File: src/common/acq_pkg.sv
package acq_pkg;

    // ----------------------------------------
    // Widths
    // ----------------------------------------

    // Stream sample width
    localparam int DATA_W = 64;
    // Configuration register width
    localparam int REG_W = 32;
    // Register index width
    localparam int CFG_ADDR_W = 4;
    // Announced window length, truncated
    localparam int ACQ_LEN_OUT_W = 20;

    // ----------------------------------------
    // Register map
    // ----------------------------------------

    // Index 2n is acquire length of window n, index 2n+1 its drop length
    localparam int WINDOWS = 4;
    // Bit 0 of this index holds the soft reset
    localparam int SOFT_RESET_ADDR = 8;

    // ----------------------------------------
    // Types
    // ----------------------------------------

    typedef logic [DATA_W-1:0] sample_t;
    typedef logic [REG_W-1:0] len_t;
    typedef logic [CFG_ADDR_W-1:0] cfg_addr_t;
    typedef logic [1:0] win_idx_t;

    // Sequencer states
    typedef enum logic [1:0] {
        ST_IDLE  = 2'd0,
        ST_DROP  = 2'd1,
        ST_ACQ   = 2'd2,
        ST_ERROR = 2'd3
    } acq_state_t;

endpackage

File: src/hdl/acq_trigger.sv
`timescale 1ns/1ps

module acq_trigger (
    input  logic                               aclk,
    input  logic                               aresetn,
    input  logic                               cfg_wr,
    input  acq_pkg::cfg_addr_t                 cfg_addr,
    input  acq_pkg::len_t                      cfg_wdata,
    input  acq_pkg::sample_t                   s_axis_tdata,
    input  logic                               s_axis_tvalid,
    output logic                               s_axis_tready,
    output acq_pkg::sample_t                   m_axis_tdata,
    output logic                               m_axis_tvalid,
    input  logic                               m_axis_tready,
    input  logic                               gate,
    output logic                               resetn_out,
    output logic                               gate_out,
    output logic [acq_pkg::ACQ_LEN_OUT_W-1:0] acq_len_out,
    output acq_pkg::acq_state_t                state
);

    import acq_pkg::*;

    // Register bank outputs
    len_t acq_len [WINDOWS];
    len_t drop_len [WINDOWS];
    logic soft_reset;

    // Window store to controller
    len_t     acq0_live;
    len_t     drop0_live;
    len_t     cur_acq;
    len_t     cur_drop;
    win_idx_t win_idx;

    // Controller to counter
    logic cnt_load;
    len_t cnt_len;
    logic beat;
    logic last;

    // Input side never back-pressures
    assign s_axis_tready = 1'b1;

    cfg_regs u_cfg_regs (
        .aclk       (aclk),
        .aresetn    (aresetn),
        .cfg_wr     (cfg_wr),
        .cfg_addr   (cfg_addr),
        .cfg_wdata  (cfg_wdata),
        .acq_len    (acq_len),
        .drop_len   (drop_len),
        .soft_reset (soft_reset),
        .resetn_out (resetn_out)
    );

    window_store u_window_store (
        .aclk       (aclk),
        .aresetn    (aresetn),
        .soft_reset (soft_reset),
        .gate       (gate),
        .acq_len    (acq_len),
        .drop_len   (drop_len),
        .win_idx    (win_idx),
        .acq0_live  (acq0_live),
        .drop0_live (drop0_live),
        .cur_acq    (cur_acq),
        .cur_drop   (cur_drop)
    );

    sample_counter u_sample_counter (
        .aclk       (aclk),
        .aresetn    (aresetn),
        .soft_reset (soft_reset),
        .cnt_load   (cnt_load),
        .cnt_len    (cnt_len),
        .beat       (beat),
        .last       (last)
    );

    acq_ctrl u_acq_ctrl (
        .aclk          (aclk),
        .aresetn       (aresetn),
        .soft_reset    (soft_reset),
        .gate          (gate),
        .acq0_live     (acq0_live),
        .drop0_live    (drop0_live),
        .cur_acq       (cur_acq),
        .cur_drop      (cur_drop),
        .last          (last),
        .s_axis_tvalid (s_axis_tvalid),
        .s_axis_tdata  (s_axis_tdata),
        .m_axis_tready (m_axis_tready),
        .win_idx       (win_idx),
        .cnt_load      (cnt_load),
        .cnt_len       (cnt_len),
        .beat          (beat),
        .m_axis_tvalid (m_axis_tvalid),
        .m_axis_tdata  (m_axis_tdata),
        .gate_out      (gate_out),
        .acq_len_out   (acq_len_out),
        .state         (state)
    );

endmodule

File: src/hdl/cfg_regs.sv
`timescale 1ns/1ps

module cfg_regs (
    input  logic              aclk,
    input  logic              aresetn,
    input  logic              cfg_wr,
    input  acq_pkg::cfg_addr_t cfg_addr,
    input  acq_pkg::len_t     cfg_wdata,
    output acq_pkg::len_t     acq_len [acq_pkg::WINDOWS],
    output acq_pkg::len_t     drop_len [acq_pkg::WINDOWS],
    output logic              soft_reset,
    output logic              resetn_out
);

    import acq_pkg::*;

    // Window table, two words per window
    len_t acq_q [WINDOWS];
    len_t drop_q [WINDOWS];
    // Soft reset bit
    logic soft_q;

    // ----------------------------------------
    // Strobe write port
    // ----------------------------------------

    // Only the hard reset clears the bank, the soft reset bit must survive itself
    always_ff @(posedge aclk) begin
        if (!aresetn) begin
            for (int i = 0; i < WINDOWS; i++) begin
                acq_q[i]  <= '0;
                drop_q[i] <= '0;
            end
            soft_q <= 1'b0;
        end else if (cfg_wr) begin
            for (int i = 0; i < WINDOWS; i++) begin
                if (cfg_addr == cfg_addr_t'(2 * i)) begin
                    acq_q[i] <= cfg_wdata;
                end
                if (cfg_addr == cfg_addr_t'(2 * i + 1)) begin
                    drop_q[i] <= cfg_wdata;
                end
            end
            // Indices above the soft reset word fall through untouched
            if (cfg_addr == cfg_addr_t'(SOFT_RESET_ADDR)) begin
                soft_q <= cfg_wdata[0];
            end
        end
    end

    assign acq_len  = acq_q;
    assign drop_len = drop_q;

    // Soft reset fans out to the sequencing logic
    assign soft_reset = soft_q;
    // Downstream reset, low on either source
    assign resetn_out = aresetn && !soft_q;

    // Strobe must be clean once out of reset
    assert property (@(posedge aclk) disable iff (!aresetn) !$isunknown(cfg_wr))
        else $error("cfg_wr is unknown");

endmodule

File: src/trigger/acq_ctrl.sv
`timescale 1ns/1ps

module acq_ctrl (
    input  logic                               aclk,
    input  logic                               aresetn,
    input  logic                               soft_reset,
    input  logic                               gate,
    input  acq_pkg::len_t                      acq0_live,
    input  acq_pkg::len_t                      drop0_live,
    input  acq_pkg::len_t                      cur_acq,
    input  acq_pkg::len_t                      cur_drop,
    input  logic                               last,
    input  logic                               s_axis_tvalid,
    input  acq_pkg::sample_t                   s_axis_tdata,
    input  logic                               m_axis_tready,
    output acq_pkg::win_idx_t                  win_idx,
    output logic                               cnt_load,
    output acq_pkg::len_t                      cnt_len,
    output logic                               beat,
    output logic                               m_axis_tvalid,
    output acq_pkg::sample_t                   m_axis_tdata,
    output logic                               gate_out,
    output logic [acq_pkg::ACQ_LEN_OUT_W-1:0] acq_len_out,
    output acq_pkg::acq_state_t                state
);

    import acq_pkg::*;

    acq_state_t state_q, state_d;
    // Window index advances on entry to acquire
    win_idx_t win_q, win_d;
    // Set while acquiring the final table entry
    logic last_win_q, last_win_d;
    logic gate_out_q, gate_out_d;
    logic [ACQ_LEN_OUT_W-1:0] acq_len_q, acq_len_d;

    // ----------------------------------------
    // State registers
    // ----------------------------------------

    always_ff @(posedge aclk) begin
        if (!aresetn || soft_reset) begin
            state_q    <= ST_IDLE;
            win_q      <= '0;
            last_win_q <= 1'b0;
            gate_out_q <= 1'b0;
            acq_len_q  <= '0;
        end else begin
            state_q    <= state_d;
            win_q      <= win_d;
            last_win_q <= last_win_d;
            gate_out_q <= gate_out_d;
            acq_len_q  <= acq_len_d;
        end
    end

    // ----------------------------------------
    // Next state and counter scheduling
    // ----------------------------------------

    always_comb begin
        state_d    = state_q;
        win_d      = win_q;
        last_win_d = last_win_q;
        gate_out_d = 1'b0;
        acq_len_d  = acq_len_q;
        cnt_load   = 1'b0;
        cnt_len    = '0;
        case (state_q)
            ST_IDLE: begin
                // Empty first window means nothing to do
                if (gate && acq0_live != '0) begin
                    state_d    = ST_DROP;
                    win_d      = '0;
                    last_win_d = 1'b0;
                    gate_out_d = 1'b1;
                    acq_len_d  = acq0_live[ACQ_LEN_OUT_W-1:0];
                    // Snapshot not yet valid so the live drop length is used
                    cnt_load   = (drop0_live != '0);
                    cnt_len    = drop0_live;
                end
            end
            ST_DROP: begin
                // Zero drop takes a single idle cycle
                if (cur_drop == '0 || (beat && last)) begin
                    state_d    = ST_ACQ;
                    win_d      = win_q + 1'b1;
                    last_win_d = (win_q == win_idx_t'(WINDOWS - 1));
                    cnt_load   = 1'b1;
                    cnt_len    = cur_acq;
                end
            end
            ST_ACQ: begin
                // Stall while open is fatal as window content would be lost
                if (s_axis_tvalid && !m_axis_tready) begin
                    state_d = ST_ERROR;
                end else if (beat && last) begin
                    // cur_* already point at the next window here
                    if (last_win_q || cur_acq == '0) begin
                        state_d = ST_IDLE;
                    end else begin
                        state_d    = ST_DROP;
                        gate_out_d = 1'b1;
                        acq_len_d  = cur_acq[ACQ_LEN_OUT_W-1:0];
                        cnt_load   = (cur_drop != '0);
                        cnt_len    = cur_drop;
                    end
                end
            end
            // Sticky until reset
            ST_ERROR: state_d = ST_ERROR;
            default: state_d = ST_IDLE;
        endcase
    end

    // ----------------------------------------
    // Outputs
    // ----------------------------------------

    // Counted beats exclude a zero length drop
    assign beat = s_axis_tvalid &&
        (state_q == ST_ACQ || (state_q == ST_DROP && cur_drop != '0));

    // Error keeps forwarding so a transfer in flight can finish
    assign m_axis_tvalid = s_axis_tvalid && (state_q == ST_ACQ || state_q == ST_ERROR);
    assign m_axis_tdata  = s_axis_tdata;

    assign win_idx     = win_q;
    assign gate_out    = gate_out_q;
    assign acq_len_out = acq_len_q;
    assign state       = state_q;

    // Window announcement is a single cycle pulse
    assert property (@(posedge aclk) disable iff (!aresetn || soft_reset)
        gate_out |=> !gate_out)
        else $error("gate_out longer than one cycle");

endmodule

File: src/trigger/sample_counter.sv
`timescale 1ns/1ps

module sample_counter (
    input  logic          aclk,
    input  logic          aresetn,
    input  logic          soft_reset,
    input  logic          cnt_load,
    input  acq_pkg::len_t cnt_len,
    input  logic          beat,
    output logic          last
);

    import acq_pkg::*;

    // Run length minus one
    len_t len_m1_q;
    // Beats seen since the last load
    len_t count_q;

    // ----------------------------------------
    // Beat counter
    // ----------------------------------------

    always_ff @(posedge aclk) begin
        if (!aresetn || soft_reset) begin
            len_m1_q <= '0;
            count_q  <= '0;
        end else if (cnt_load) begin
            // Load wins over a coincident beat, that beat ends the previous run
            len_m1_q <= cnt_len - 1'b1;
            count_q  <= '0;
        end else if (beat) begin
            count_q <= count_q + 1'b1;
        end
    end

    // Final beat of the run, qualified by beat in the controller
    assign last = (count_q == len_m1_q);

    // Controller skips zero length runs instead of loading them
    assert property (@(posedge aclk) disable iff (!aresetn || soft_reset)
        cnt_load |-> (cnt_len != '0))
        else $error("counter loaded with zero length");

endmodule

File: src/trigger/window_store.sv
`timescale 1ns/1ps

module window_store (
    input  logic              aclk,
    input  logic              aresetn,
    input  logic              soft_reset,
    input  logic              gate,
    input  acq_pkg::len_t     acq_len [acq_pkg::WINDOWS],
    input  acq_pkg::len_t     drop_len [acq_pkg::WINDOWS],
    input  acq_pkg::win_idx_t win_idx,
    output acq_pkg::len_t     acq0_live,
    output acq_pkg::len_t     drop0_live,
    output acq_pkg::len_t     cur_acq,
    output acq_pkg::len_t     cur_drop
);

    import acq_pkg::*;

    // Snapshot of the window table
    len_t acq_q [WINDOWS];
    len_t drop_q [WINDOWS];

    // ----------------------------------------
    // Snapshot on gate
    // ----------------------------------------

    // Register rewrites during a running sequence do not disturb it
    always_ff @(posedge aclk) begin
        if (!aresetn || soft_reset) begin
            for (int i = 0; i < WINDOWS; i++) begin
                acq_q[i]  <= '0;
                drop_q[i] <= '0;
            end
        end else if (gate) begin
            acq_q  <= acq_len;
            drop_q <= drop_len;
        end
    end

    // Window 0 straight from the registers, needed at the gate edge itself
    assign acq0_live  = acq_len[0];
    assign drop0_live = drop_len[0];

    // Entry picked by the controller
    assign cur_acq  = acq_q[win_idx];
    assign cur_drop = drop_q[win_idx];

endmodule
File: config.mk
export PLATFORM = sky130hd
export DESIGN_NAME = acq_trigger
export DESIGN_NICKNAME = d
export VERILOG_FILES = /design/src/common/acq_pkg.sv /design/src/hdl/acq_trigger.sv /design/src/hdl/cfg_regs.sv /design/src/trigger/acq_ctrl.sv /design/src/trigger/sample_counter.sv /design/src/trigger/window_store.sv
export SDC_FILE = /design/constraint.sdc
export NUM_CORES = 1
export LEC_CHECK = 0
export BUFFER_PORTS_ARGS = -buffer_cell sky130_fd_sc_hd__buf_4
export CAP_MARGIN = 20
export CORE_MARGIN = 2
export CORE_UTILIZATION = 60
export CTS_CLUSTER_SIZE = 16
export DETAILED_ROUTE_END_ITERATION = 12
export PLACE_DENSITY = 0.82
export SETUP_SLACK_MARGIN = 0.15
export SLEW_MARGIN = 5
export SYNTH_ARGS = -nofsm -noshare
export SYNTH_HDL_FRONTEND = slang
export SYNTH_SLANG_ARGS = --single-unit
File: constraint.sdc
create_clock -name aclk -period 6.2 [get_ports aclk]
set_input_delay 0.62 -clock aclk [delete_from_list [all_inputs] [get_ports aclk]]
set_output_delay 0.62 -clock aclk [all_outputs]
set_load 0.01 [all_outputs]
==> results.yml <==
outcome:
  outcome: "complete, no violations"
sta:
  fin_crit_sh_pct: 90.0
  fin_tns_setup_ns: 0
  finalSetupViolCount: 0
  layout_min_cycle_time_ns: 5.58
  rsz0062_at_grt: "no"
  final.setup_skew_ns: 0.0145
  finalHoldViolations: 0
  fmax_mhz: 179
  slew_headroom_pct: 22.6
  worstMarginPinSlew_ns: 1.16
  slew_viol_final: 0
cts:
  cts_buffers: 59
  clk_path_buf_depth: 3
  cts-htree-levels: 2
  cts_tree: "done"
  clock_latency_ns: 0.64
  clk_pin_slew_ns: 0.06
  cts_root_buffer: "clkbuf_16"
  cts.sinks: 603
  cts_setup_buffers: 0
power_and_ir_drop:
  total_power_mw: 8.67
  p_leak_nw: 10.9
  p_per_area_nw_per_um2: 305
  ir_worst_vdd_v: 0.000280
critical_path:
  ff2ff_setup_slack_ns: 0.62
  crit_arrival_ns: 6.15
  cp_max_fo: 22
  cp_cell_sequence: "mux4_2, nor3_1, nand3_1, or3_4, and3_1, a221oi_2, ha_1, inv_1, a2111oi_0, and2_1, nand3_2, or4b_1, nand3_1"
  crit_top_cell: "nand3_1"
  crit_path_top_delay_cell: "nor3_1"
  required_ns: 6.77
  worstReg2RegStart: "u_acq_ctrl.win_idx[0]"
  crit_type: "reg -> reg"
  critPathCaptureType: "flop"
  slowest_delay_ns: 0.74
  crit_path_start_kind: "flop"
  rr_worst_depth: 13
  regToRegEndpoint: "u_sample_counter.len_m1_q[20]"
routing:
  wl_um: 77300
  wl_met2_um: 35400
  drc: 0
  routedWlPerCell_um: 22.8
  met3WireLength_um: 7900
  avgViaCountPerCell: 6.25
  drt-met1-wl_um: 30800
  drtIter0Drc: 2678
  drt_pass1_iterations: 6
  top_layer: "met4"
  route.antenna.remaining_nets: 0
  vias: 21200
synth:
  synthesis.area_um2: 26300
  synthTopCellsByCount: "622 x nand2_1, 603 x dfxtp_1, 337 x nor2_1"
  synth_top_cell_by_area: "dfxtp_1"
  synth-seq-cells: 603
  synth_nets: 2995
  synth_edf_count: 0
  ys.flop_type: "dfxtp_1"
  ys_top_cells_by_area: "dfxtp_1 46%, mux2i_1 9.9%, nand2_1 8.9%"
  synth.top_cell.area_share_pct: 45.9
  async_flop_share_pct: 0
  yosysMostFrequentCell: "nand2_1"
  postSynthAreaPerCell_um2: 9.12
  syn_inst: 2886
  ys_seq_area_share_pct: 45.9
  synth_warnings: 0
  synth_cell_types: 70
worst_hold_path:
  whs_path_depth: 3
  min_from: "cfg_wdata[22]"
  min_path_type: "in -> reg"
  hold-path-endpoint: "u_cfg_regs.acq_len[118]"
floorplanning:
  die_h_um: 213
  core_um2: 43200
  rows: 76
  initial_core_util_pct: 61.0
  io_pins: 196
  die_area_um2: 45600
  die_x_um: 213
global_routing:
  antenna_found_initial: 1
  grt_start_max_net_pins: 128
  grt_overflow: 0
  track_usage_pct: 33.6
  first_global_vias: 20600
  grt_pass1_wl_um: 118000
finish:
  multiInputGateArea_um2: 12700
  seq_area_um2: 12100
  nFillCells: 3321
  syn_to_final_growth_pct: 8.08
  fin_nets: 2868
  drive_gt1_share_pct: 10.1
placement:
  port_buffers: 66
  gp_congestion: 0.973
  dp_hpwl_um: 50700
job:
  cap_violations: 0
==> registers in the layout, indices dropped and copies added, names as in the netlist <==
register	cells
u_sample_counter.count_q	32
u_acq_ctrl.last_win_q	1
u_cfg_regs.soft_reset	1
u_acq_ctrl.state	2
u_cfg_regs.drop_len	128
u_acq_ctrl.win_idx	2
u_sample_counter.len_m1_q	32
u_acq_ctrl.acq_len_out	20
u_acq_ctrl.gate_out	1
u_window_store.acq_q	128
u_window_store.drop_q	128
u_cfg_regs.acq_len	128
==> repair_timing <==
action / in CTS / in global routing
hold buffers: 0 / 0
gates resized for setup: 0 / 1
endpoints found under the setup margin: 0 / 1
==> worst max path at each step <==
stage,start,to,slack [ns],cells after the start
after floorplan,u_acq_ctrl.win_idx[1],u_sample_counter.len_m1_q[28],1.68,18
after global placement,u_acq_ctrl.win_idx[0],u_sample_counter.len_m1_q[20],0.59,14
after detailed placement,u_acq_ctrl.win_idx[0],u_sample_counter.len_m1_q[20],0.62,14
after CTS,u_acq_ctrl.win_idx[0],u_sample_counter.len_m1_q[20],0.58,14
after global routing,u_acq_ctrl.win_idx[0],u_sample_counter.len_m1_q[20],0.36,14
final,u_acq_ctrl.win_idx[0],u_sample_counter.len_m1_q[20],0.62,13
==> layer usage <==
layer  vias up  global-route usage, %
li1       9519                      -
met1     10300                   44.3
met2      1134                   53.5
met3       238                   7.35
met4         0                   14.4
met5         -                      0
==> worst max-delay path, delay by kind of cell (launching register included) <==
| kind | cells | cell delay, ns |
|---|---|---|
| buffers and inverters | 1 | 0.04 |
| AOI/OAI and AO/OA | 2 | 0.95 |
| muxes | 1 | 0.63 |
| DFF | 1 | 0.68 |
| and+or+nand+nor | 8 | 2.93 |
| adders and majority gates | 1 | 0.27 |
==> stage by stage <==
stage | instance area, µm² | std cells | hold WS, ns | setup WS [ns] | utilization [%]
after floorplan | 26300 | 2886 | 0.443 | 1.68 | -
after global placement | 26400 | 3283 | 0.449 | 0.594 | 61.2
after detailed placement | 26400 | 3283 | 0.457 | 0.616 | 61.2
after CTS | 28400 | 3391 | 0.284 | 0.581 | 65.9
after global routing | 28400 | 3391 | 0.309 | 0.359 | 65.9
final | 28400 | 3392 | 0.308 | 0.617 | 65.9
==> power by group <==
group | leakage, nW | total, mW | switching (mW) | internal (mW)
registers | 4.87 | 4.11 | 0.122 | 3.99
logic | 4.98 | 0.860 | 0.528 | 0.331
clock network | 1.01 | 3.70 | 1.54 | 2.16
==> cell usage in the layout, fill, tap and decap left out, types with 4 or more instances in the layout <==
cell type	netlist	layout
and2_1	21	22
a22oi_1	9	9
a221oi_1	10	9
or3_1	17	17
a22o_1	7	7
nand2b_1	6	5
nor3b_1	8	6
clkinv_2	0	13
dfxtp_1	603	601
and3_1	19	19
mux2i_1	260	260
and4_1	5	5
mux4_1	9	9
a21boi_0	257	257
nor2b_1	5	4
nand3b_1	7	7
nand3_1	31	31
a211oi_1	5	4
a311oi_1	20	20
clkbuf_8	0	17
o211ai_1	5	5
a21oi_1	29	29
a221o_1	7	7
inv_1	9	9
clkbuf_1	167	9
a31oi_1	6	6
o31ai_1	7	7
nor2_1	337	337
nand4_1	16	16
nor3_1	22	21
xnor2_1	16	16
o21ai_0	35	35
buf_4	97	103
nor4_1	37	37
bufinv_16	0	5
nand2_1	622	621
mux4_2	55	55
clkbuf_16	0	59
xor2_1	45	45
==> cell families after synthesis <==
kind of cell | synth area share [%]
flip-flops | 45.9
other | 0.0143
XOR/XNOR | 2.03
buffers and inverters | 5.95
multiplexers | 15.5
AO/OA/AOI/OAI | 11.7
adder cells (fa/ha/maj) | 0.143
AND/OR/NAND/NOR | 18.8
==> final cells by class <==
class                           count  area share [%]
Clock buffer                       85            6.13
Timing Repair Buffer              107            2.95
Tap cell                          585            2.57
Inverter                            9           0.119
Multi-Input combinational cell   1979            44.7
Antenna cell                        1         0.00880
Clock inverter                     23            1.01
Sequential cell                   603            42.5
Note: power is estimated with default switching activity, not from simulation.
